`config.mk`:
```
export PLATFORM = sky130hd
export DESIGN_NAME = port_cmd_ctrl
export DESIGN_NICKNAME = d
export VERILOG_FILES = /design/src/verilog/sram_switch_pkg.sv /design/src/verilog/port_cmd_ctrl.sv
export SDC_FILE = /design/constraint.sdc
export NUM_CORES = 1
export LEC_CHECK = 0
export BUFFER_PORTS_ARGS = -buffer_cell sky130_fd_sc_hd__buf_2
export CORE_AREA = 2 2 65 67
export CTS_CLUSTER_DIAMETER = 40
export DETAILED_ROUTE_END_ITERATION = 8
export DIE_AREA = 0 0 67 69
export GPL_TIMING_DRIVEN = 0
export HOLD_SLACK_MARGIN = 0.02
export PLACE_DENSITY = 0.81
export SYNTH_ARGS = -nofsm -noshare
export SYNTH_HDL_FRONTEND = slang
export SYNTH_SLANG_ARGS = --single-unit
```
`constraint.sdc`:
```
create_clock -name clk -period 6.5 [get_ports clk]
set_input_delay 1.3 -clock clk [delete_from_list [all_inputs] [get_ports clk]]
set_output_delay 1.3 -clock clk [all_outputs]
set_load 0.05 [all_outputs]
```
`src/verilog/sram_switch_pkg.sv`:
```
package sram_switch_pkg;

    localparam int num_banks    = 32;
    localparam int bank_words   = 1024;
    localparam int max_len      = 511;
    localparam int num_ports    = 16;
    localparam int search_limit = 64;

    localparam int bank_w  = 5;
    localparam int space_w = 11;    // holds bank_words itself
    localparam int len_w   = 9;
    localparam int dest_w  = 4;
    localparam int count_w = 11;    // a bank can hold up to 1024 one-word packets
    localparam int thr_w   = 5;
    localparam int tick_w  = 7;     // counts up to search_limit

    localparam int thr_max_static   = 1;
    localparam int thr_max_semi     = 17;
    localparam int thr_max_dynamic  = 32;
    localparam int set_size_static  = 2;
    localparam int set_size_semi    = 18;
    localparam int set_size_dynamic = 32;
    localparam int shared_base      = 16;   // first bank of the shared half

    typedef enum logic [1:0] {
        mode_static       = 2'd0,
        mode_semi_dynamic = 2'd1,
        mode_dynamic      = 2'd2
    } match_mode_e;

    typedef enum logic {
        op_write   = 1'b0,
        op_release = 1'b1
    } cmd_op_e;

    typedef struct packed {
        logic [dest_w-1:0] dest;
        logic [len_w-1:0]  length;
        logic [4:0]        spare;
    } cmd_write_t;

    typedef struct packed {
        logic [bank_w-1:0] bank;
        logic [dest_w-1:0] dest;
        logic [len_w-1:0]  length;
    } cmd_release_t;

    typedef union packed {
        cmd_write_t   wr;
        cmd_release_t rel;
    } cmd_body_u;

    typedef struct packed {
        cmd_op_e   op;
        cmd_body_u body;
    } cmd_t;

    typedef struct packed {
        logic              ok;
        logic [bank_w-1:0] bank;
    } grant_t;

    typedef struct packed {
        logic              valid;
        logic              rel;     // set for a release, clear for a reserve
        logic [bank_w-1:0] bank;
        logic [dest_w-1:0] dest;
        logic [len_w-1:0]  length;
    } space_req_t;

endpackage

```
`src/verilog/port_cmd_ctrl.sv`:
```
module port_cmd_ctrl
    import sram_switch_pkg::*;
(
    input  logic              clk,
    input  logic              rst_n,
    input  logic              cmd_req,
    input  cmd_t              cmd,
    input  logic              match_end,
    input  logic              match_ok,
    input  logic [bank_w-1:0] matched_sram,
    output logic              cmd_ack,
    output grant_t            grant,
    output logic              match_enable,
    output logic [dest_w-1:0] new_dest_port,
    output logic [len_w-1:0]  new_length,
    output space_req_t        space_req
);

    typedef enum logic [2:0] {
        st_idle,
        st_decode,
        st_match,
        st_rel,
        st_ack
    } state_e;

    state_e            state;
    cmd_t              cmd_q;
    logic              is_write;
    logic [bank_w-1:0] dec_bank;

    assign is_write = (cmd_q.op == op_write);

    // the same word carries dest and length at different offsets per op
    always_comb begin
        if (is_write) begin
            new_dest_port = cmd_q.body.wr.dest;
            new_length    = cmd_q.body.wr.length;
            dec_bank      = matched_sram;
        end else begin
            new_dest_port = cmd_q.body.rel.dest;
            new_length    = cmd_q.body.rel.length;
            dec_bank      = cmd_q.body.rel.bank;
        end
    end

    assign match_enable = (state == st_decode) && is_write;
    assign cmd_ack      = (state == st_ack);

    always_ff @(posedge clk) begin
        if (!rst_n) begin
            state           <= st_idle;
            space_req.valid <= 1'b0;
        end else begin
            space_req.valid <= 1'b0;   // single cycle update pulse
            case (state)
                st_idle: begin
                    if (cmd_req) begin
                        cmd_q <= cmd;
                        state <= st_decode;
                    end
                end
                st_decode: begin
                    if (is_write) begin
                        state <= st_match;
                    end else begin
                        space_req <= '{valid: 1'b1, rel: 1'b1, bank: dec_bank,
                                       dest: new_dest_port, length: new_length};
                        state     <= st_rel;
                    end
                end
                st_match: begin
                    if (match_end) begin
                        grant.ok   <= match_ok;
                        grant.bank <= matched_sram;
                        if (match_ok) begin
                            space_req <= '{valid: 1'b1, rel: 1'b0, bank: dec_bank,
                                           dest: new_dest_port, length: new_length};
                        end
                        state <= st_ack;  // reserve lands with the first ack cycle
                    end
                end
                st_rel: begin
                    state <= st_ack;
                end
                default: begin
                    if (!cmd_req)
                        state <= st_idle;
                end
            endcase
        end
    end

    a_ack_needs_req : assert property (@(posedge clk) disable iff (!rst_n)
        $rose(cmd_ack) |-> cmd_req)
        else $error("cmd_ack raised while cmd_req is low");

endmodule

```
==> results of run 1 <==
placed cells by master, fill, tap and decap left out:
cell type | netlist | layout
a21boi_0 | 1 | 1
a21o_1 | 1 | 1
a21oi_1 | 2 | 1
a21oi_2 | 0 | 1
a21oi_4 | 1 | 1
a22o_1 | 13 | 13
and3_1 | 1 | 1
buf_2 | 1 | 70
buf_4 | 1 | 1
buf_6 | 2 | 2
buf_8 | 0 | 1
clkbuf_1 | 1 | 1
clkbuf_8 | 0 | 5
clkinv_1 | 0 | 1
clkinv_2 | 0 | 2
dfxtp_1 | 4 | 4
edfxtp_1 | 44 | 44
mux2_2 | 13 | 13
mux2i_1 | 5 | 5
nand2_1 | 2 | 2
nand2b_1 | 2 | 2
nand2b_2 | 1 | 1
nand3b_1 | 2 | 2
nand4b_4 | 1 | 1
nor2_1 | 9 | 8
nor2_2 | 0 | 1
nor2b_1 | 1 | 1
nor3_1 | 1 | 1
nor3_4 | 1 | 1
nor3b_1 | 1 | 1
o21ai_0 | 1 | 1
o22ai_1 | 1 | 1
o31a_1 | 2 | 2
or3b_1 | 1 | 1
flip-flops by register name, indices dropped and copies added (netlist names):
signal     count
space_req     20
cmd_q         19
grant          6
state          3
synthesized netlist by cell type (all sizes together), types with 2 or more instances:
master,instances
a21oi,3
a22o,13
buf,4
dfxtp,4
edfxtp,44
mux2,13
mux2i,5
nand2,2
nand2b,3
nand3b,2
nor2,9
nor3,2
o31a,2
metrics by stage:
step                      hold WS [ps]  cell area [sq um]  setup slack, ps  cells  utilization (%)
after CTS                          574               2480             3530    244             63.5
after global placement             545               2380             3140    235             60.8
final                              575               2480             3550    244             63.5
after global routing               599               2480             3480    244             63.5
after floorplan                    524               1970             3400    116                -
after detailed placement           554               2400             3570    236             61.3
worst max-delay path, delay by kind of cell (launching register included):
family                 cells  cell delay (ps)
buffers and inverters      2              530
DFF                        1              440
muxes                      1              380
layer usage:
layer  up-vias  routed length [microns]
met2        50                     1850
li1        614                        -
met4         0                       57
met1       593                     1490
met5         -                        0
met3         5                      264
area by class of cell:
cell class / instances / share of cell area [%]
flip-flops and latches: 48 / 56.4
multi-input cells: 63 / 21.7
repair buffers: 70 / 14.5
clock buffers: 5 / 2.77
well taps: 50 / 2.52
plain buffers: 5 / 1.56
clock inverters: 3 / 0.554
worst paths after layout:
path | to | depth (start not counted) | from | slack, ps
min reg2reg | space_req[1]$_DFFE_PP_ | 1 | cmd_q[1]$_DFFE_PP_ | 580
max reg2reg | cmd_q[14]$_DFFE_PP_ | 3 | state[2]$_SDFFE_PN0P_ | 4540
max | new_length[6] | 3 | cmd_q[18]$_DFFE_PP_ | 3550
min | space_req[1]$_DFFE_PP_ | 1 | cmd_q[1]$_DFFE_PP_ | 580
cells by family after synthesis:
| family | share of synthesized area [%] |
|---|---|
| DFF | 71.1 |
| buffers and inverters | 1.97 |
| and+or+nand+nor | 7.68 |
| AOI/OAI and AO/OA | 9.33 |
| muxes | 9.96 |
where the power goes:
group | leakage [uW] | switching (uW) | total, uW | internal (uW)
logic | 0.000505 | 66.8 | 98.5 | 31.8
clock network | 0.0000453 | 93.6 | 167 | 73.1
registers | 0.000439 | 8.75 | 361 | 352
==> reports/metrics.yaml, run 1 <==
final_layout:
  area_delta_synth_final_pct: 26.0
  final_nets: 222
  fillers: 312
  multi_input_area_sq_um: 538
  drive_gt1_share_pct: 51.5
  antenna_cells: 0
  final-seq-area_sq_um: 1400
route:
  viasPerCell: 5.17
  drt_iter0_drc: 40
  drc: 0
  vias: 1262
  ant_nets: 0
  drt-pass1-iter-count: 4
  wl_per_cell_microns: 15.0
  drt-total-wl_microns: 3660
worst_setup_path:
  cp.required_ps: 5200
  end_kind: "primary output"
  cpPeakStageDelay_ps: 440
  cp_cell_sequence: "buf_2 > mux2_2 > buf_2"
  worstPathArrival_ps: 1650
  slowest_stage: "edfxtp_1"
  cp-start-kind: "flip-flop"
  cp_max_fo: 10
  cp_common_cell: "buf_2"
  critical_path_class: "reg2out"
die:
  core-area_sq_um: 3910
  die_y_microns: 69
  num_rows: 23
  ioPinCount: 70
  start_util_pct: 50.4
  die_width_microns: 67
  die-area_sq_um: 4620
global_route:
  grtUsageMet1_pct: 20.4
  met2_usage_pct: 27.6
  grt_pass1_wl_microns: 5690
  grt_start_max_net_pins: 20
  antenna_found_initial: 0
  overflow: 0
  grt_util_met3_pct: 4.73
  grt_usage_pct: 17.0
  grt_pass1_vias: 1183
  top_usage_layer: "met2"
flow_run:
  cap_viol_max_count: 0
cts:
  clock-sinks: 48
  clockBufferDepth: 2
  clk_latency_ps: 300
  clkTransAtPathRegs_ps: 80
  htreeDepth: 2
  cts_root_buffer: "clkbuf_8"
  cts_tree: "done"
  numCtsBuffers: 5
  post_cts_buffers: 0
  cts_hold_buf: 0
  post_cts_resized: 0
synth:
  synth_area_sq_um: 1970
  syn_avg_cell_area_sq_um: 17.0
  synth_flop_cell: "edfxtp_1"
  synth_top_area_share_pct: 67.0
  ys_types: 28
  ys_ff_latch: 48
  async_reset_ff_share_pct: 0
  yosysSeqAreaShare_pct: 71.1
  yosys_warnings: 0
  yosysTopAreaCell: "edfxtp_1"
  ys_top_cells_by_area: "edfxtp_1, mux2_2, a22o_1"
  synth_nets: 145
  synthCells: 116
  synth-edff-count: 44
placement:
  place_congestion: 0.735
  port_buffers: 69
  dpl.hpwl_microns: 2710
worst_hold_path:
  min_path_type: "reg2reg"
power_and_ir_drop:
  vdd_drop_max_v: 0.000151
  p_total_uw: 626
  p_leak_uw: 0.000990
  powerDensity_nw_per_um2: 252
timing:
  fin_worst_skew_ps: 2.32
  rsz0062_at_grt: "no"
  slew-limit-headroom_pct: 38.1
  setup_tns_ps: 0
  setup_viol: 0
  timing.fmax_mhz: 339
  finalHoldViolCount: 0
  tightest_slew_ps: 927
  finalCritPeriodShare_pct: 45.4
  drv_slew: 0
  fin_crit_ps: 2950
outcome:
  status: "finished clean"
Note: power is estimated with default switching activity, not from simulation.
==> run 2: changes to the inputs <==
--- a/config.mk
+++ b/config.mk
@@ -5,14 +5,15 @@
 export SDC_FILE = /design/constraint.sdc
 export NUM_CORES = 1
 export LEC_CHECK = 0
+export ABC_AREA = 1
 export BUFFER_PORTS_ARGS = -buffer_cell sky130_fd_sc_hd__buf_2
-export CORE_AREA = 2 2 65 67
+export CORE_AREA = 2 2 72 74
 export CTS_CLUSTER_DIAMETER = 40
 export DETAILED_ROUTE_END_ITERATION = 8
-export DIE_AREA = 0 0 67 69
+export DIE_AREA = 0 0 74 76
 export GPL_TIMING_DRIVEN = 0
 export HOLD_SLACK_MARGIN = 0.02
-export PLACE_DENSITY = 0.81
+export PLACE_DENSITY = 0.72
 export SYNTH_ARGS = -nofsm -noshare
 export SYNTH_HDL_FRONTEND = slang
 export SYNTH_SLANG_ARGS = --single-unit
==> constraint.sdc (replaced) <==
create_clock -name clk -period 2.6 [get_ports clk]
set_input_delay 0.52 -clock clk [delete_from_list [all_inputs] [get_ports clk]]
set_output_delay 0.52 -clock clk [all_outputs]
set_load 0.05 [all_outputs]
==> reports/metrics.yaml, run 2 <==
final_layout:
  mostFrequentLayoutCells: "buf_2, nand2_1, edfxtp_1, inv_1, nor2_1"
  largest_reg_flops: 20  # unchanged
  final_cells: 322  # +32%
  area_delta_synth_final_pct: 26.4
  final_nets: 280  # +26%
  reg.largest.list: "space_req x20, cmd_q x19, grant x6"
  antenna_cells: 0  # unchanged
  final_common_cell: "buf_2"
  fillers: 441  # +41%
  largest-register: "space_req"
  drive_gt1_share_pct: 41.3  # -10 points
global_route:
  overflow: 0  # unchanged
  grt_start_max_net_pins: 20  # unchanged
  grt_pass1_vias: 1368  # +16%
  grt_pass1_wl_microns: 6240  # +9.8%
  antenna_found_initial: 0  # unchanged
  grt_usage_pct: 14.6  # -2.4 points
placement:
  place_congestion: 0.906  # +23%
  dpl.hpwl_microns: 2950  # +8.9%
  dpl_worst_slack_ps: 460  # -3110 ps
  dp_cells: 314  # +33%
  port_buffers: 69  # unchanged
timing:
  fin_worst_skew_ps: 8.29  # +5.97 ps
  slew-limit-headroom_pct: 39.7  # +1.6 points
  tightest_slew_ps: 903  # -24.2 ps
  finalHoldViolCount: 0  # unchanged
  rsz0062_at_grt: "no"
  drv_slew: 0  # unchanged
  timing.fmax_mhz: 460
  setup_viol: 0  # unchanged
  fin_crit_ps: 2180
  holdWs_ps: 393  # -182 ps
  finalCritPeriodShare_pct: 83.7
  setup_ws_ps: 424  # -3120 ps
  setup_tns_ps: 0  # unchanged
die:
  core-area_sq_um: 4910  # +26%
  num_rows: 26  # +13%
  start_util_pct: 41.6  # -8.7 points
  die_width_microns: 74  # +10%
  die-area_sq_um: 5620  # +22%
  die_y_microns: 76  # +10%
  ioPinCount: 70  # unchanged
cts:
  htreeDepth: 2  # unchanged
  numCtsBuffers: 5  # unchanged
  cts_tree: "done"
  clkTransAtPathRegs_ps: 80  # about the same
  clk_latency_ps: 300  # about the same
  cts_root_buffer: "clkbuf_8"
  cts_hold_buf: 0  # unchanged
  clock-sinks: 48  # unchanged
  post_cts_resized: 0  # unchanged
  post_cts_buffers: 0  # unchanged
  clockBufferDepth: 2  # unchanged
synth:
  yosysTopAreaCell: "edfxtp_1"
  synth_nets: 203  # +40%
  synth_area_sq_um: 2050  # +3.7%
  ys_top_cells_by_area: "edfxtp_1, nand2_1, o22ai_2"
  ys_types: 20  # -29%
  synth_flop_cell: "edfxtp_1"
  async_reset_ff_share_pct: 0  # unchanged
  synth_common_cells: "nand2_1, edfxtp_1, inv_1"
  synth-edff-count: 44  # unchanged
  yosys_warnings: 0  # unchanged
  synthCells: 174  # +50%
  synth_most_common_cell: "nand2_1"
  ys_ff_latch: 48  # unchanged
  synth_top_area_share_pct: 64.6  # -2.4 points
  yosysSeqAreaShare_pct: 68.5  # -2.6 points
  syn_avg_cell_area_sq_um: 11.8  # -31%
route:
  vias: 1426  # +13%
  ant_nets: 0  # unchanged
  drc: 0  # unchanged
  drt-total-wl_microns: 3800  # +3.8%
  drt-pass1-iter-count: 5  # +1
  drt_iter0_drc: 69  # +73%
  viasPerCell: 4.43  # -14%
  wl_per_cell_microns: 11.8  # -21%
flow_run:
  cap_viol_max_count: 0  # unchanged
power_and_ir_drop:
  vdd_drop_max_v: 0.000291  # +92%
  p_leak_uw: 0.00115  # +16%
  powerDensity_nw_per_um2: 910  # +260%
worst_setup_path:
  end_kind: "primary output"
  cp_max_fo: 10  # unchanged
  worstPathArrival_ps: 1660  # about the same
  critical_path_class: "reg2out"
  cp.required_ps: 2080  # -3120 ps
  cp-start-kind: "flip-flop"
outcome:
  status: "finished clean"
worst_hold_path:
  min_path_type: "in2reg"
[run 2: worst max-delay path, stage by stage (launching register included)]
cell     delay, ps
dfxtp_1        390
inv_1          100
nor3_2         200
inv_2          110
buf_6          160
nor2_1         110
buf_2          280
[run 2: cell type report]
class / count / area, sq um / share of cell area, %
inverter: 25 / 93.8 / 3.63
buffer: 6 / 45.0 / 1.74
timing repair buffer: 70 / 357 / 13.8
clock buffer: 5 / 68.8 / 2.66
tap: 70 / 87.6 / 3.39
multi-input combinational: 95 / 513 / 19.8
clock inverter: 3 / 18.8 / 0.726
sequential: 48 / 1400 / 54.2
[run 2: logic make-up (layout without fill, tap and decap cells)]
| logic type | Yosys count | count (layout) | share of synthesized area, % |
|---|---|---|---|
| flops | 48 | 48 | 68.5 |
| compound gates | 22 | 22 | 9.91 |
| simple gates | 73 | 73 | 14.8 |
| buf+inv | 31 | 109 | 6.79 |
[run 2: final timing paths]
check / cells past startpoint / slack (ps) / to / from
max: 6 / 420 / match_enable / state[0]$_SDFFE_PN0P_
min: 1 / 390 / cmd_q[3]$_DFFE_PP_ / cmd[3]
max reg2reg: 6 / 510 / space_req[3]$_DFFE_PP_ / state[1]$_SDFFE_PN0P_
min reg2reg: 2 / 580 / state[2]$_SDFFE_PN0P_ / state[2]$_SDFFE_PN0P_
[run 2: through the flow]
step,instance area [sq um],util (%),total power (uW)
detailed placement,2500,50.8,1950
global placement,2480,50.5,1930
floorplan,2050,-,1740
finish,2580,52.6,2350
global route,2580,52.6,2480
CTS,2580,52.6,2370
[run 2: report_power, final]
part,internal [uW],switching (uW)
Sequential,989,49.1
Clock,187,238
Combinational,224,664
[run 2: per-layer routing]
metal / vias to the layer above / part of all wire, % / track usage [%]
met1: 627 / 45 / 19.0
li1: 740 / - / -
met3: 8 / 6.5 / 4.63
met4: 0 / 2.2 / 6.55
met5: - / 0 / 0
met2: 51 / 46 / 22.1
==> run 3: changes to the inputs <==
--- a/config.mk
+++ b/config.mk
@@ -5,15 +5,15 @@
 export SDC_FILE = /design/constraint.sdc
 export NUM_CORES = 1
 export LEC_CHECK = 0
-export ABC_AREA = 1
+export ABC_AREA = 0
 export BUFFER_PORTS_ARGS = -buffer_cell sky130_fd_sc_hd__buf_2
-export CORE_AREA = 2 2 72 74
+export CORE_AREA = 2 2 70 72
 export CTS_CLUSTER_DIAMETER = 40
 export DETAILED_ROUTE_END_ITERATION = 8
-export DIE_AREA = 0 0 74 76
+export DIE_AREA = 0 0 72 74
 export GPL_TIMING_DRIVEN = 0
 export HOLD_SLACK_MARGIN = 0.02
-export PLACE_DENSITY = 0.72
+export PLACE_DENSITY = 0.74
 export SYNTH_ARGS = -nofsm -noshare
 export SYNTH_HDL_FRONTEND = slang
 export SYNTH_SLANG_ARGS = --single-unit
==> constraint.sdc (replaced) <==
create_clock -name clk -period 2 [get_ports clk]
set_input_delay 0.4 -clock clk [delete_from_list [all_inputs] [get_ports clk]]
set_output_delay 0.4 -clock clk [all_outputs]
set_load 0.05 [all_outputs]
==> reports/metrics.yaml, run 3 (synthesized netlist as in run 1, its figures left out) <==
outcome:
  status: "finished clean"
route:
  drt_iter0_drc: 56  # -19%
  drt-pass1-iter-count: 4  # -1
  wl_met2_microns: 1990  # +13%
  wl_met1_microns: 1610  # -6.2%
  drt-total-wl_microns: 3850  # +1.3%
  wl_per_cell_microns: 15.6  # +32%
  vias: 1215  # -15%
  drc: 0  # unchanged
  dr.max_layer_used: "met4"
  viasPerCell: 4.92  # +11%
  ant_nets: 0  # unchanged
  wl_met3_microns: 209  # -15%
cts:
  cts_root_buffer: "clkbuf_8"
  numCtsBuffers: 5  # unchanged
  clock-sinks: 48  # unchanged
  cts_tree: "done"
  clockBufferDepth: 2  # unchanged
  htreeDepth: 2  # unchanged
  clk_latency_ps: 290  # about the same
  clkTransAtPathRegs_ps: 80  # about the same
die:
  die_y_microns: 74  # -2.6%
  ioPinCount: 70  # unchanged
  die_width_microns: 72  # -2.7%
  die-area_sq_um: 5330  # -5.3%
  core-area_sq_um: 4600  # -6.4%
  start_util_pct: 42.9  # +1.2 points
  num_rows: 25  # -3.8%
timing:
  finalCritPeriodShare_pct: 98.4
  timing.fmax_mhz: 508
  fin_worst_skew_ps: 4.66  # -3.63 ps
  rsz0062_at_grt: "yes"
  setup_viol: 0  # unchanged
  drv_slew: 0  # unchanged
  tightest_slew_ps: 641  # -262 ps
  slew-limit-headroom_pct: 57.1  # +17 points
  fin_crit_ps: 1970
  finalHoldViolCount: 0  # unchanged
worst_setup_path:
  reg2reg_setup_slack_ps: 190  # -320 ps
  worstReg2RegEnd: "space_req[7]$_DFFE_PP_"
  r2r-start: "cmd_q[18]$_DFFE_PP_"
  cp_max_fo: 10  # unchanged
  cp-start-kind: "flip-flop"
  cp.required_ps: 1600  # -480 ps
  end_kind: "primary output"
  critical_path_class: "reg2out"
  worstPathArrival_ps: 1570  # -90 ps
  reg2reg_depth: 3  # -3
global_route:
  grt_pass1_vias: 1178  # -14%
  grt_pass1_wl_microns: 5840  # -6.4%
  grt_usage_pct: 15.1  # +0.48 points
  overflow: 0  # unchanged
  antenna_found_initial: 0  # unchanged
  grt_start_max_net_pins: 20  # unchanged
final_layout:
  antenna_cells: 0  # unchanged
  reg.largest.list: "space_req x20, cmd_q x19, grant x6"
  mostFrequentLayoutCells: "buf_2, edfxtp_1, mux2_2, a22o_1, nor2_1"
  largest-register: "space_req"
  final_nets: 221  # -21%
  final_cells: 247  # -23%
  final_common_cell: "buf_2"
  post-route-util_pct: 55.0  # +2.4 points
  area_delta_synth_final_pct: 28.4
  largest_reg_flops: 20  # unchanged
  drive_gt1_share_pct: 52.3  # +11 points
power_and_ir_drop:
  powerDensity_nw_per_um2: 852  # -6.3%
  vdd_drop_max_v: 0.000369  # +27%
  p_leak_uw: 0.00100  # -13%
worst_hold_path:
  hold_depth: 1  # unchanged
  hp-start: "cmd[15]"
  holdPathEnd: "cmd_q[15]$_DFFE_PP_"
  min_path_type: "in2reg"
flow_run:
  cap_viol_max_count: 0  # unchanged
placement:
  dp_cells: 239  # -24%
  dpl.hpwl_microns: 2850  # -3.3%
  place_congestion: 0.744  # -18%
  port_buffers: 69  # unchanged
## run 3: area by class of cell
class | count | area [sq um]
fillers | 404 | 2070
clock buffers | 5 | 68.8
multi-input cells | 63 | 561
repair buffers | 69 | 345
clock inverters | 3 | 37.5
plain buffers | 5 | 50.0
well taps | 54 | 67.6
flip-flops and latches | 48 | 1400
## run 3: routing by layer
layer  track usage (%)  vias up
met5                 0        -
met4              4.40        0
met3              4.61        4
met2              25.4       44
met1              19.0      561
li1                  -      606
## run 3: what timing repair did
item                       in CTS  in global routing
hold buffers                    0                  0
setup endpoints to repair      42                 49
gates resized for setup         1                  6
setup buffers                   0                  0
## run 3: worst max path at each step
stage / startpoint / endpoint / slack [ps]
6_report: cmd_q[18]$_DFFE_PP_ / new_length[5] / 30
5_1_grt: cmd_q[18]$_DFFE_PP_ / new_length[5] / -20
4_1_cts: state[2]$_SDFFE_PN0P_ / space_req[12]$_DFFE_PP_ / -80
3_5_place_dp: state[2]$_SDFFE_PN0P_ / space_req[0]$_DFFE_PP_ / -60
3_3_place_gp: cmd_req / cmd_q[3]$_DFFE_PP_ / -450
2_1_floorplan: state[0]$_SDFFE_PN0P_ / cmd_q[0]$_DFFE_PP_ / 20
## run 3: worst max-delay path: stages, from the launching register on
cell and delay, ps:
edfxtp_1 480, buf_6 220, mux2_2 360, buf_2 210
## run 3: through the flow
stage	power (uW)	setup WS, ps	hold slack, ps	setup TNS (ps)	instance area (sq um)
floorplan	1420	15.5	499	0	1990
global placement	1510	-450	551	-8540	2400
detailed placement	1520	-63.1	555	-2300	2400
CTS	2170	-82.4	265	-2790	2510
global route	2240	-22.2	260	-43.0	2530
finish	2160	32.0	276	0	2530
## run 3: report_power, final
group,switching [uW],internal (uW),total [uW]
Sequential,30.1,1140,1170
Combinational,221,104,325
Clock,294,364,658
Total,545,1610,2160
