`config.mk`:
```
export PLATFORM = sky130hd
export DESIGN_NAME = port_sram_matcher
export DESIGN_NICKNAME = d
export VERILOG_FILES = /design/src/verilog/sram_switch_pkg.sv /design/src/verilog/port_sram_matcher.sv
export SDC_FILE = /design/constraint.sdc
export NUM_CORES = 1
export LEC_CHECK = 0
export BUFFER_PORTS_ARGS = -buffer_cell sky130_fd_sc_hd__buf_4
export CELL_PAD_IN_SITES_DETAIL_PLACEMENT = 0
export CELL_PAD_IN_SITES_GLOBAL_PLACEMENT = 1
export CORE_ASPECT_RATIO = 0.8
export CORE_UTILIZATION = 32
export CTS_BUF_LIST = sky130_fd_sc_hd__clkbuf_8
export DETAILED_ROUTE_END_ITERATION = 12
export PLACE_DENSITY = 0.76
export SETUP_SLACK_MARGIN = 0.15
export SYNTH_ARGS = -nofsm -noshare
export SYNTH_HDL_FRONTEND = slang
export SYNTH_SLANG_ARGS = --single-unit
```
`constraint.sdc`:
```
create_clock -name clk -period 5.8 [get_ports clk]
set_clock_uncertainty 0.15 [all_clocks]
set_input_delay 1.45 -clock clk [delete_from_list [all_inputs] [get_ports clk]]
set_output_delay 1.45 -clock clk [all_outputs]
set_load 0.01 [all_outputs]
```
`src/verilog/sram_switch_pkg.sv`:
```
package sram_switch_pkg;

    localparam int num_banks    = 32;
    localparam int bank_words   = 1024;
    localparam int max_len      = 511;
    localparam int num_ports    = 16;
    localparam int search_limit = 64;

    localparam int bank_w  = 5;
    localparam int space_w = 11;    // holds bank_words itself
    localparam int len_w   = 9;
    localparam int dest_w  = 4;
    localparam int count_w = 11;    // a bank can hold up to 1024 one-word packets
    localparam int thr_w   = 5;
    localparam int tick_w  = 7;     // counts up to search_limit

    localparam int thr_max_static   = 1;
    localparam int thr_max_semi     = 17;
    localparam int thr_max_dynamic  = 32;
    localparam int set_size_static  = 2;
    localparam int set_size_semi    = 18;
    localparam int set_size_dynamic = 32;
    localparam int shared_base      = 16;   // first bank of the shared half

    typedef enum logic [1:0] {
        mode_static       = 2'd0,
        mode_semi_dynamic = 2'd1,
        mode_dynamic      = 2'd2
    } match_mode_e;

    typedef enum logic {
        op_write   = 1'b0,
        op_release = 1'b1
    } cmd_op_e;

    typedef struct packed {
        logic [dest_w-1:0] dest;
        logic [len_w-1:0]  length;
        logic [4:0]        spare;
    } cmd_write_t;

    typedef struct packed {
        logic [bank_w-1:0] bank;
        logic [dest_w-1:0] dest;
        logic [len_w-1:0]  length;
    } cmd_release_t;

    typedef union packed {
        cmd_write_t   wr;
        cmd_release_t rel;
    } cmd_body_u;

    typedef struct packed {
        cmd_op_e   op;
        cmd_body_u body;
    } cmd_t;

    typedef struct packed {
        logic              ok;
        logic [bank_w-1:0] bank;
    } grant_t;

    typedef struct packed {
        logic              valid;
        logic              rel;     // set for a release, clear for a reserve
        logic [bank_w-1:0] bank;
        logic [dest_w-1:0] dest;
        logic [len_w-1:0]  length;
    } space_req_t;

endpackage

```
`src/verilog/port_sram_matcher.sv`:
```
module port_sram_matcher
    import sram_switch_pkg::*;
#(
    parameter int unsigned PORT_IDX = 0
) (
    input  logic                              clk,
    input  logic                              rst_n,
    input  match_mode_e                       match_mode,
    input  logic [thr_w-1:0]                  threshold,
    input  logic                              match_enable,
    input  logic [dest_w-1:0]                 new_dest_port,
    input  logic [len_w-1:0]                  new_length,
    input  logic [num_banks-1:0][space_w-1:0] free_space,
    input  logic [num_banks-1:0]              occupied,
    input  logic [len_w-1:0]                  probe_amount,
    output logic [bank_w-1:0]                 probe_sram,
    output logic                              match_end,
    output logic                              match_ok,
    output logic [bank_w-1:0]                 matched_sram
);

    typedef enum logic [1:0] {
        st_idle,
        st_search,
        st_done
    } state_e;

    state_e             state;
    logic [dest_w-1:0]  own_pair;
    logic [bank_w-1:0]  seq_idx;
    logic [bank_w-1:0]  seq_last;
    logic [tick_w-1:0]  tick;
    logic [tick_w-1:0]  thr_max;
    logic [tick_w-1:0]  thr_eff;
    logic               found;
    logic [bank_w-1:0]  best_sram;
    logic [len_w-1:0]   best_amount;
    logic [dest_w-1:0]  last_dest;
    logic               last_valid;
    logic               fast_hit;
    logic               cand_ok;
    logic               cand_better;
    logic               next_found;
    logic [bank_w-1:0]  next_best;
    logic               thr_met;
    logic               give_up;

    function automatic logic in_bank_set(match_mode_e mode, logic [bank_w-1:0] bank,
                                         logic [dest_w-1:0] pair);
        case (mode)
            mode_static:       return bank[bank_w-1:1] == pair;
            mode_semi_dynamic: return bank[bank_w-1] || (bank[bank_w-1:1] == pair);
            default:           return 1'b1;
        endcase
    endfunction

    assign own_pair = dest_w'(PORT_IDX);   // the port owns banks 2p and 2p+1

    // seq_idx walks the mode's bank set, probe_sram is its bank number
    always_comb begin
        case (match_mode)
            mode_static: begin
                probe_sram = {own_pair, seq_idx[0]};
                seq_last   = bank_w'(set_size_static - 1);
                thr_max    = tick_w'(thr_max_static);
            end
            mode_semi_dynamic: begin
                if (seq_idx < bank_w'(2))
                    probe_sram = {own_pair, seq_idx[0]};
                else
                    probe_sram = seq_idx + bank_w'(shared_base - 2);
                seq_last = bank_w'(set_size_semi - 1);
                thr_max  = tick_w'(thr_max_semi);
            end
            default: begin
                probe_sram = {own_pair, 1'b0} + seq_idx;  // wraps around all banks
                seq_last   = bank_w'(set_size_dynamic - 1);
                thr_max    = tick_w'(thr_max_dynamic);
            end
        endcase
    end

    assign thr_eff = (tick_w'(threshold) > thr_max) ? thr_max : tick_w'(threshold);

    assign fast_hit = last_valid && (new_dest_port == last_dest)
                      && (free_space[matched_sram] >= space_w'(new_length))
                      && !occupied[matched_sram]
                      && in_bank_set(match_mode, matched_sram, own_pair);

    assign cand_ok     = (free_space[probe_sram] >= space_w'(new_length)) && !occupied[probe_sram];
    assign cand_better = cand_ok && (!found || (probe_amount > best_amount));
    assign next_found  = found || cand_ok;
    assign next_best   = cand_better ? probe_sram : best_sram;
    assign thr_met     = (tick + tick_w'(1)) >= thr_eff;   // counts the probe of this cycle
    assign give_up     = (tick + tick_w'(1)) >= tick_w'(search_limit);

    assign match_end = (state == st_done);

    always_ff @(posedge clk) begin
        if (!rst_n) begin
            state      <= st_idle;
            seq_idx    <= '0;
            match_ok   <= 1'b0;
            last_valid <= 1'b0;
        end else begin
            case (state)
                st_idle: begin
                    seq_idx <= '0;
                    tick    <= '0;
                    found   <= 1'b0;
                    if (match_enable) begin
                        if (fast_hit) begin
                            match_ok <= 1'b1;  // reuse the remembered bank
                            state    <= st_done;
                        end else begin
                            state <= st_search;
                        end
                    end
                end
                st_search: begin
                    seq_idx <= (seq_idx == seq_last) ? '0 : seq_idx + bank_w'(1);
                    tick    <= tick + tick_w'(1);
                    found   <= next_found;
                    if (cand_better) begin
                        best_sram   <= probe_sram;
                        best_amount <= probe_amount;
                    end
                    if (thr_met && next_found) begin
                        matched_sram <= next_best;
                        match_ok     <= 1'b1;
                        last_dest    <= new_dest_port;
                        last_valid   <= 1'b1;
                        state        <= st_done;
                    end else if (give_up) begin
                        match_ok   <= 1'b0;   // nothing fits, the write is dropped
                        last_valid <= 1'b0;
                        state      <= st_done;
                    end
                end
                default: begin
                    state <= st_idle;
                end
            endcase
        end
    end

    a_enable_idle : assert property (@(posedge clk) disable iff (!rst_n)
        match_enable |-> state == st_idle)
        else $error("match_enable while a search is still running");

    a_bank_in_set : assert property (@(posedge clk) disable iff (!rst_n)
        match_end && match_ok |-> in_bank_set(match_mode, matched_sram, own_pair))
        else $error("matched bank %0d outside the mode's bank set", matched_sram);

endmodule

```
==> results of run 1 <==
## cells in the mapped netlist, types with 10 or more instances
cell type	instances	area, um2
a21o_1	10	75.1
nand2_1	117	439
edfxtp_1	31	931
mux4_2	174	3920
o21ai_0	14	70.1
a21oi_1	13	65.1
clkbuf_1	36	135
buf_1	12	45.0
nand3_1	31	155
inv_1	27	101
nor2_1	41	154
nand4_1	19	119
buf_2	20	100
a311oi_1	13	114
nand2b_1	11	68.8
mux2_2	10	113
nor2b_1	10	62.6
ha_1	39	488
nor3_1	23	115
## registers in the layout, indices dropped and copies added (netlist names)
name,cells
best_amount,9
tick,7
best_sram,5
matched_sram,5
seq_idx,5
last_dest,4
state,2
found,1
last_valid,1
match_ok,1
## final timing paths
path	from	end	depth (start not counted)
max	match_mode[1]	matched_sram[0]$_DFFE_PP_	20
min	last_valid$_SDFFE_PN0P_	last_valid$_SDFFE_PN0P_	2
max reg2reg	seq_idx[1]$_SDFFE_PN0N_	matched_sram[0]$_DFFE_PP_	20
min reg2reg	last_valid$_SDFFE_PN0P_	last_valid$_SDFFE_PN0P_	2
## repair_timing
| action | CTS | global route |
|---|---|---|
| gates cloned | 0 | 1 |
| pin swaps | 0 | 8 |
| endpoints found under the setup margin | 10 | 19 |
| gates resized for setup | 2 | 41 |
| buffers inserted | 0 | 11 |
## per-stage QoR
stage / power (W) / instances / instance area (um2)
finish: 0.00144 / 1581 / 12900
global route: 0.00152 / 1581 / 12900
CTS: 0.00142 / 1569 / 12600
detailed placement: 0.00117 / 1561 / 12500
global placement: 0.00116 / 1561 / 12500
floorplan: 0.000778 / 802 / 8660
## cells by family after synthesis
logic type | after synthesis | synth area share [%]
compound gates | 124 | 11.0
xor+xnor | 9 | 0.913
fa+ha+maj | 39 | 5.65
buf+inv | 105 | 5.22
flops | 40 | 12.9
mux | 198 | 48.7
other cells | 1 | 0.0434
simple gates | 286 | 15.6
## critical path, delay by kind of cell
kind            cells  cell delay (ns)
compound gates      9             1.76
fa+ha+maj           1             0.21
buf+inv             4             0.47
mux                 2             0.59
simple gates        4             0.94
## report_power, final
part           internal (W)  switching [W]  leakage, nW  total (W)
combinational      0.000504       0.000338         4.89   0.000842
sequential         0.000329      0.0000275        0.365   0.000357
clock              0.000130       0.000113       0.0583   0.000242
total              0.000963       0.000478         5.32    0.00144
## cell type report
cell class              count  area (um2)
repair buffers            489        3850
flip-flops and latches     40        1110
clock inverters             3        47.5
clock buffers               5        68.8
multi-input cells         657        7260
fillers                  2535       13500
well taps                 357         447
inverters                  30         129
## per-layer routing
| layer | global-route usage [%] | share of wire (%) | up-vias |
|---|---|---|---|
| li1 | - | - | 4138 |
| met1 | 38.9 | 41 | 4602 |
| met2 | 46.4 | 47 | 492 |
| met3 | 7.03 | 9.8 | 63 |
| met4 | 6.52 | 2.1 | 2 |
| met5 | 0 | 0.025 | - |
==> metrics.csv, run 1 <==
stage,metric,value,unit
status,status,"complete, no violations",
placed_design,hpwl,33.8,mm
sta,tightest_slew,0.951,ns
global_routing,grt_use_total,28.7,%
setup_path,worstPathCellList,"buf_6, or3b_4, o21a_4, clkinv_8, buf_4, mux4_2, nand2_1, and3_4, a311oi_4, a31o_2, ha_4, a21o_1, a2111oi_4, o31a_1, o221ai_2, nor4_1, a21o_1, a211oi_4, buf_6, mux2_4",
sta,fin_setup_tns,0,ns
setup_path,rrSetupSlack,0.75,ns
finish,diodes,0,
synth,seq_area_frac_synth,12.9,%
clocking,cts_buffers,5,
floorplan,dieHeight,149,um
setup_path,max_stage_delay,0.36,ns
synth,synth_edf_count,31,
global_routing,grt_pass1_wl,58.0,mm
routing,detail_route.wl_per_cell,25.6,um
routing,wl,40.5,mm
floorplan,floorplan.initialDensity,32.7,%
setup_path,crit_fanout,8,
routing,drc,0,
routing,vias,9297,
pwr,vdd_drop_max,0.0910,mV
finish,final_core_util,49.0,%
placed_design,io_buffers,427,
finish,drive_gt1_share,59.9,%
sta,layout_min_cycle_time,5.53,ns
sta,setup_slack,0.275,ns
synth,postSynthAreaPerCell,10.8,um2
global_routing,antenna_found_initial,1,
finish,layout_commonest_cell,buf_4,
pwr,p_per_area,111,mW/mm2
clocking,hold_buffers,0,
sta,setup_violations,0,
setup_path,worstSetupStartpointType,primary input,
routing,initialDrtViolationCount,691,
synth,synth.distinct_cells,66,
floorplan,die_x,186,um
clocking,cts_tree,built,
floorplan,core,0.0264,mm2
floorplan,row_count,53,
sta,hold_viol,0,
synth,async_reset_ff_share,0,%
synth,ys_ff_latch,40,
finish,final_cell_mix,"471 x buf_4, 174 x mux4_2, 116 x nand2_1",
placed_design,place_ws,-0.222,ns
setup_path,arrival,5.43,ns
floorplan,dieArea,0.0276,mm2
sta,fmax,0.181,GHz
sta,finalCritPeriodShare,95.3,%
floorplan,pin_count,428,
global_routing,gr-total-overflow,0,
routing,ant_nets,0,
setup_path,crit_type,primary input to flip-flop,
routing,drtPass1Iterations,4,
setup_path,setup.worst_path.end_class,flip-flop,
flow_run,cap_violations,0,
pwr,total_leakage_power,5.32,nW
sta,slew-limit-headroom,36.6,%
clocking,cts.clk_slew.worst_paths,0.08,ns
clocking,cts_buffer_depth,2,
synth,yosysWarnings,0,
routing,avgViaCountPerCell,5.88,
finish,fin_nets,1678,
setup_path,cp.required,5.71,ns
synth,synth_nets,1257,
synth,netlist_area,0.00863,mm2
clocking,cts_htree_levels,2,
clocking,numClockSinks,40,
sta,finalMaxSlewViolations,0,
global_routing,grt_pass1_vias,9398,
sta,hold_slack,0.334,ns
finish,area_delta_synth_final,49.7,%
setup_path,cp_slowest_cell,or3b_4,
synth,syn_inst,802,
clocking,clock_latency,0.31,ns
clocking,clockRootBuffer,clkbuf_8,
worst_hold_path,worstHoldPathType,flip-flop to flip-flop,
sta,rsz0062_at_grt,no,
global_routing,grt_max_degree,66,
synth,ys.flop_type,edfxtp_1,
placed_design,place_congestion,1.01,
No activity file was read; power rests on OpenSTA's default activity.
==> run 2, diff against run 1 <==
--- a/config.mk
+++ b/config.mk
@@ -13,6 +13,7 @@
 export CTS_BUF_LIST = sky130_fd_sc_hd__clkbuf_8
 export DETAILED_ROUTE_END_ITERATION = 12
 export PLACE_DENSITY = 0.76
+export RECOVER_POWER = 50
 export SETUP_SLACK_MARGIN = 0.15
 export SYNTH_ARGS = -nofsm -noshare
 export SYNTH_HDL_FRONTEND = slang
==> metrics.csv, run 2 (synthesis gave the netlist of run 1 again) <==
stage,metric,value,unit,change
finish,largest_register,best_amount,,unchanged
setup_path,r2r_cells,20,,unchanged
pwr,p_per_area,112,mW/mm2,was 111 mW/mm2
finish,area_delta_synth_final,49.2,%,was 49.7%
finish,final.fill_count,2533,,"was 2,535"
finish,drive_gt1_share,59.0,%,was 59.9%
sta,finalMaxSlewViolations,29,,was 0
setup_path,crit_path_frequent_cell,a21o_1,,
setup_path,cp.required,5.71,ns,about the same
sta,layout_min_cycle_time,5.52,ns,was 5.53 ns
floorplan,floorplan.initialDensity,32.7,%,unchanged
sta,hold_viol,0,,unchanged
pwr,vdd_drop_max,0.0909,mV,was 0.0910 mV
floorplan,row_count,53,,unchanged
setup_path,crit_start,match_mode[1],,unchanged
finish,final_core_util,48.8,%,was 49.0%
setup_path,max_stage_delay,0.37,ns,was 0.36 ns
global_routing,grt_max_degree,66,,unchanged
setup_path,setup.worst_path.end_class,flip-flop,,unchanged
setup_path,cp_slowest_cell,or3b_4,,unchanged
setup_path,crit_fanout,8,,unchanged
setup_path,rrSetupSlack,0.75,ns,about the same
floorplan,core,0.0264,mm2,unchanged
finish,largestRegisters,"best_amount: 9 flops, tick: 7 flops",,unchanged
routing,detail_route.wl_per_cell,25.6,um,about the same
status,violations,"capacitance limit, slew limit",,
worst_hold_path,worstHoldPathType,flip-flop to flip-flop,,unchanged
setup_path,worstSetupEndpoint,matched_sram[0]$_DFFE_PP_,,unchanged
global_routing,gr-total-overflow,0,,unchanged
clocking,numClockSinks,40,,unchanged
finish,largest_register_ffs,9,,unchanged
finish,diodes,0,,unchanged
placed_design,io_buffers,427,,unchanged
global_routing,grt_pass1_wl,58.0,mm,unchanged
routing,drc,0,,unchanged
floorplan,die_x,186,um,unchanged
clocking,hold_buffers,0,,unchanged
floorplan,pin_count,428,,unchanged
placed_design,hpwl,33.8,mm,unchanged
routing,vias,9300,,"was 9,297"
status,status,"complete, but fails checks",,"was complete, no violations"
finish,multi_input_area,0.00726,mm2,unchanged
global_routing,grt_use_total,28.7,%,unchanged
finish,seq_area,0.00111,mm2,unchanged
routing,avgViaCountPerCell,5.88,,about the same
setup_path,r2r_end,matched_sram[0]$_DFFE_PP_,,unchanged
clocking,cts_htree_levels,2,,unchanged
floorplan,dieArea,0.0276,mm2,unchanged
setup_path,regToRegStartpoint,seq_idx[1]$_SDFFE_PN0N_,,unchanged
sta,slew-limit-headroom,-21.6,%,was 36.6%
sta,setup_violations,0,,unchanged
setup_path,worstPathCellList,"clkbuf_1, or3b_4, o21a_4, clkinv_8, buf_4, mux4_2, nand2_1, and3_4, a311oi_4, a31o_2, ha_4, a21o_1, a2111oi_4, o31a_1, o221ai_2, nor4_1, a21o_1, a211oi_4, buf_6, mux2_4",,"was buf_6, or3b_4, o21a_4, clkinv_8, buf_4, mux4_2, nand2_1, and3_4, a311oi_4, a31o_2, ha_4, a21o_1, a2111oi_4, o31a_1, o221ai_2, nor4_1, a21o_1, a211oi_4, buf_6, mux2_4"
clocking,clockRootBuffer,clkbuf_8,,unchanged
sta,fmax,0.181,GHz,about the same
finish,final_cell_mix,"453 x buf_4, 174 x mux4_2, 116 x nand2_1",,"was 471 x buf_4, 174 x mux4_2, 116 x nand2_1"
finish,fin_nets,1678,,unchanged
sta,tightest_slew,1.82,ns,was 0.951 ns
setup_path,crit_type,primary input to flip-flop,,unchanged
clocking,cts_tree,built,,unchanged
placed_design,placed_cells,1561,,unchanged
clocking,cts.clk_slew.worst_paths,0.08,ns,about the same
clocking,cts_buffers,5,,unchanged
routing,initialDrtViolationCount,699,,was 691
placed_design,place_congestion,1.01,,unchanged
global_routing,grt_pass1_vias,9398,,unchanged
routing,drtPass1Iterations,5,,was 4
setup_path,arrival,5.43,ns,about the same
clocking,clock_latency,0.31,ns,about the same
global_routing,antenna_found_initial,1,,unchanged
floorplan,dieHeight,149,um,unchanged
pwr,p_total,0.00144,W,about the same
routing,ant_nets,0,,unchanged
finish,final_cells,1581,,unchanged
setup_path,worstSetupStartpointType,primary input,,unchanged
finish,layout_commonest_cell,buf_4,,unchanged
flow_run,cap_violations,1,,was 0
routing,wl,40.5,mm,about the same
clocking,cts_buffer_depth,2,,unchanged
sta,finalCritPeriodShare,95.3,%,about the same
sta,rsz0062_at_grt,no,,unchanged
pwr,total_leakage_power,5.27,nW,was 5.32 nW
## run 2: changes by cell type in the layout (fill, tap and decap cells not counted)
cell and delta:
and2_0 +3, and2_1 -3, buf_4 -18, buf_6 -1, clkbuf_1 +11, clkbuf_4 +8
## run 2: worst min-delay path by stage
stage	startpoint	end	slack [ns]	depth (start not counted)
finish	last_valid$_SDFFE_PN0P_	last_valid$_SDFFE_PN0P_	0.33	2
floorplan	last_valid$_SDFFE_PN0P_	last_valid$_SDFFE_PN0P_	0.29	2
detailed placement	last_valid$_SDFFE_PN0P_	last_valid$_SDFFE_PN0P_	0.31	2
CTS	last_valid$_SDFFE_PN0P_	last_valid$_SDFFE_PN0P_	0.34	2
global placement	last_valid$_SDFFE_PN0P_	last_valid$_SDFFE_PN0P_	0.30	2
global route	last_valid$_SDFFE_PN0P_	last_valid$_SDFFE_PN0P_	0.40	2
## run 2: power by group
part           internal [W]  switching (W)  leakage, nW
clock network      0.000130       0.000112       0.0583
registers          0.000329      0.0000273        0.365
logic              0.000499       0.000338         4.85
## run 2: critical path, delay by kind of cell
kind                     cells  cell delay, ns
AO/OA/AOI/OAI                9            1.76
adder cells (fa/ha/maj)      1            0.21
buffers and inverters        4            0.47
multiplexers                 2            0.59
AND/OR/NAND/NOR              4            0.94
## run 2: final cells by class
type,count,share of cell area [%]
inverters,30,1.00
flip-flops and latches,40,8.66
multi-input cells,657,56.4
repair buffers,489,29.6
clock buffers,5,0.534
clock inverters,3,0.369
well taps,357,3.47
## run 2: per-stage QoR
stage	worst slack (ns)	hold WS [ns]	instance area, um2	TNS (ns)
after floorplan	0.157	0.286	8660	0
after global placement	-0.215	0.299	12500	-3.20
after detailed placement	-0.222	0.307	12500	-3.09
after CTS	0.196	0.337	12600	0
after global routing	0.138	0.397	12900	0
final	0.275	0.335	12900	0
## run 2: repair_timing
item / CTS / global route
endpoints found under the hold margin: 0 / 0
buffers inserted: 0 / 11
resized for setup: 2 / 41
setup endpoints to repair: 10 / 19
pin swaps: 0 / 8
gates cloned: 0 / 1
## run 2: per-layer routing
| metal | part of all wire, % | GRT usage (%) | vias to the layer above |
|---|---|---|---|
| li1 | - | - | 4137 |
| met2 | 47 | 46.4 | 556 |
| met1 | 40 | 38.9 | 4555 |
| met5 | 0.025 | 0 | - |
| met4 | 2.0 | 6.52 | 2 |
| met3 | 10 | 7.03 | 50 |
==> run 3, diff against run 2 <==
--- a/config.mk
+++ b/config.mk
@@ -5,7 +5,8 @@
 export SDC_FILE = /design/constraint.sdc
 export NUM_CORES = 1
 export LEC_CHECK = 0
-export BUFFER_PORTS_ARGS = -buffer_cell sky130_fd_sc_hd__buf_4
+export ABC_CLOCK_PERIOD_IN_PS = 5800
+export BUFFER_PORTS_ARGS = -buffer_cell sky130_fd_sc_hd__buf_2
 export CELL_PAD_IN_SITES_DETAIL_PLACEMENT = 0
 export CELL_PAD_IN_SITES_GLOBAL_PLACEMENT = 1
 export CORE_ASPECT_RATIO = 0.8
@@ -15,6 +16,7 @@
 export PLACE_DENSITY = 0.76
 export RECOVER_POWER = 50
 export SETUP_SLACK_MARGIN = 0.15
+export SLEW_MARGIN = 20
 export SYNTH_ARGS = -nofsm -noshare
 export SYNTH_HDL_FRONTEND = slang
 export SYNTH_SLANG_ARGS = --single-unit
==> metrics.csv, run 3 (synthesis gave the netlist of run 1 again) <==
stage,metric,value,unit,change
status,status,"complete, but fails checks",,unchanged
status,violations,"capacitance limit, slew limit",,unchanged
sta,layout_min_cycle_time,5.52,ns,about the same
sta,finalMaxSlewViolations,30,,was 29
setup_path,crit_fanout,16,,was 8
finish,area_delta_synth_final,34.5,%,was 49.2%
finish,largest_register_ffs,9,,unchanged
global_routing,grt_pass1_vias,9372,,"was 9,398"
routing,drc,0,,unchanged
setup_path,cp_slowest_cell,or3b_1,,was or3b_4
sta,hold_viol,0,,unchanged
pwr,p_per_area,116,mW/mm2,was 112 mW/mm2
sta,hold_slack,0.320,ns,was 0.335 ns
global_routing,antenna_found_initial,8,,was 1
setup_path,arrival,5.43,ns,about the same
routing,initialDrtViolationCount,739,,was 699
floorplan,pin_count,428,,unchanged
floorplan,dieArea,0.0276,mm2,unchanged
global_routing,grt_max_degree,61,,was 66
clocking,clockRootBuffer,clkbuf_8,,unchanged
finish,final_cell_mix,"411 x buf_2, 174 x mux4_2, 117 x nand2_1",,"was 453 x buf_4, 174 x mux4_2, 116 x nand2_1"
clocking,hold_buffers,0,,unchanged
setup_path,worst-path-buf-inv,4,,unchanged
routing,ant_nets,0,,unchanged
finish,largestRegisters,"best_amount: 9 flops, tick: 7 flops",,unchanged
worst_hold_path,hold_depth,2,,unchanged
sta,fmax,0.181,GHz,about the same
floorplan,die_x,186,um,unchanged
clocking,cts_htree_levels,2,,unchanged
sta,tightest_slew,1.85,ns,was 1.82 ns
worst_hold_path,worstHoldPathType,flip-flop to flip-flop,,unchanged
clocking,cts_buffer_depth,2,,unchanged
sta,rsz0062_at_grt,no,,unchanged
finish,final.fill_count,2619,,"was 2,533"
setup_path,cp.required,5.71,ns,about the same
finish,largest_register,best_amount,,unchanged
global_routing,grt_use_total,28.5,%,was 28.7%
floorplan,floorplan.initialDensity,32.7,%,unchanged
clocking,clock_latency,0.31,ns,about the same
pwr,vdd_drop_max,0.100,mV,was 0.0909 mV
clocking,cts_tree,built,,unchanged
setup_path,crit_family,compound AO/OA/AOI/OAI gates,,unchanged
routing,wl,39.4,mm,was 40.5 mm
routing,vias,9371,,"was 9,300"
setup_path,setup.worst_path.end_class,flip-flop,,unchanged
setup_path,crit_path_frequent_cell,a21o_1,,unchanged
global_routing,gr-total-overflow,0,,unchanged
clocking,numClockSinks,40,,unchanged
finish,final_cells,1581,,unchanged
flow_run,cap_violations,1,,unchanged
pwr,total_leakage_power,4.83,nW,was 5.27 nW
setup_path,r2r_cells,21,,was 20
setup_path,cp.depth,20,,unchanged
placed_design,io_buffers,427,,unchanged
finish,drive_gt1_share,57.2,%,was 59.0%
clocking,cts_buffers,5,,unchanged
floorplan,core,0.0264,mm2,unchanged
floorplan,row_count,53,,unchanged
setup_path,max_stage_delay,0.37,ns,about the same
placed_design,place_congestion,0.957,,was 1.01
setup_path,worstPathCellList,"clkbuf_1, or3b_1, o21a_4, clkinv_8, buf_4, mux4_2, nand2_1, and3_4, a311oi_2, a31o_2, ha_1, a21o_1, a2111oi_4, o31a_1, o221ai_1, nor4_1, a21o_1, a211oi_4, buf_12, mux2_4",,"was clkbuf_1, or3b_4, o21a_4, clkinv_8, buf_4, mux4_2, nand2_1, and3_4, a311oi_4, a31o_2, ha_4, a21o_1, a2111oi_4, o31a_1, o221ai_2, nor4_1, a21o_1, a211oi_4, buf_6, mux2_4"
finish,fin_nets,1673,,"was 1,678"
finish,layout_commonest_cell,buf_2,,was buf_4
setup_path,crit_type,primary input to flip-flop,,unchanged
placed_design,hpwl,33.5,mm,was 33.8 mm
routing,avgViaCountPerCell,5.93,,was 5.88
sta,finalCritPeriodShare,95.2,%,was 95.3%
sta,setup_violations,0,,unchanged
global_routing,grt_pass1_wl,57.6,mm,was 58.0 mm
clocking,cts.clk_slew.worst_paths,0.09,ns,was 0.08 ns
placed_design,placed_cells,1562,,"was 1,561"
routing,detail_route.wl_per_cell,25.0,um,was 25.6 um
sta,slew-limit-headroom,-23.5,%,was -21.6%
floorplan,dieHeight,149,um,unchanged
routing,drtPass1Iterations,5,,unchanged
setup_path,worstSetupStartpointType,primary input,,unchanged
==> run 3: metrics by stage <==
step	util [%]	power, W	worst slack, ns	cell area [um2]	setup TNS [ns]
2_1_floorplan	-	0.000778	0.157	8660	0
3_3_place_gp	43.1	0.00109	-0.241	11400	-4.24
3_5_place_dp	43.1	0.00110	-0.311	11400	-5.95
4_1_cts	43.6	0.00135	0.185	11500	0
5_1_grt	44.0	0.00143	0.114	11600	0
6_report	44.0	0.00135	0.277	11600	0
==> run 3: per-layer routing <==
metal  up-vias  GRT usage [%]  wire [um]
li1       4128              -          -
met1      4659           39.6      17000
met2       513           46.2      18400
met3        61           5.52       3290
met4        10           5.45        697
met5         -              0         60
==> run 3: repair_timing <==
action,in CTS,in global routing
pin swaps,0,3
buffers inserted,0,6
endpoints found under the setup margin,19,29
gates resized for setup,3,16
gates cloned,0,0
==> run 3: final cells by class <==
type	count	area [um2]	area share (%)
Antenna cell	5	12.5	0.108
Clock buffer	5	68.8	0.592
Clock inverter	3	47.5	0.409
Inverter	30	129	1.11
Multi-Input combinational cell	657	7160	61.6
Sequential cell	40	1110	9.60
Tap cell	357	447	3.85
Timing Repair Buffer	484	2640	22.7
==> run 3: final timing paths <==
kind | start | slack (ns) | end
worst max-delay path | match_mode[1] | 0.28 | matched_sram[3]$_DFFE_PP_
worst min register to register | last_valid$_SDFFE_PN0P_ | 0.32 | last_valid$_SDFFE_PN0P_
worst max register to register | seq_idx[1]$_SDFFE_PN0N_ | 0.67 | matched_sram[3]$_DFFE_PP_
worst min-delay path | last_valid$_SDFFE_PN0P_ | 0.32 | last_valid$_SDFFE_PN0P_
==> run 3: report_power, final <==
part / internal [W] / total (W) / switching (W)
logic: 0.000415 / 0.000751 / 0.000336
clock network: 0.000130 / 0.000244 / 0.000114
registers: 0.000329 / 0.000357 / 0.0000279
total: 0.000874 / 0.00135 / 0.000478
==> run 3: worst min-delay path, delay by kind of cell (launching register included) <==
family,cells,cell delay [ns]
AND/OR/NAND/NOR,1,0.06
flip-flops,1,0.32
AO/OA/AOI/OAI,1,0.05
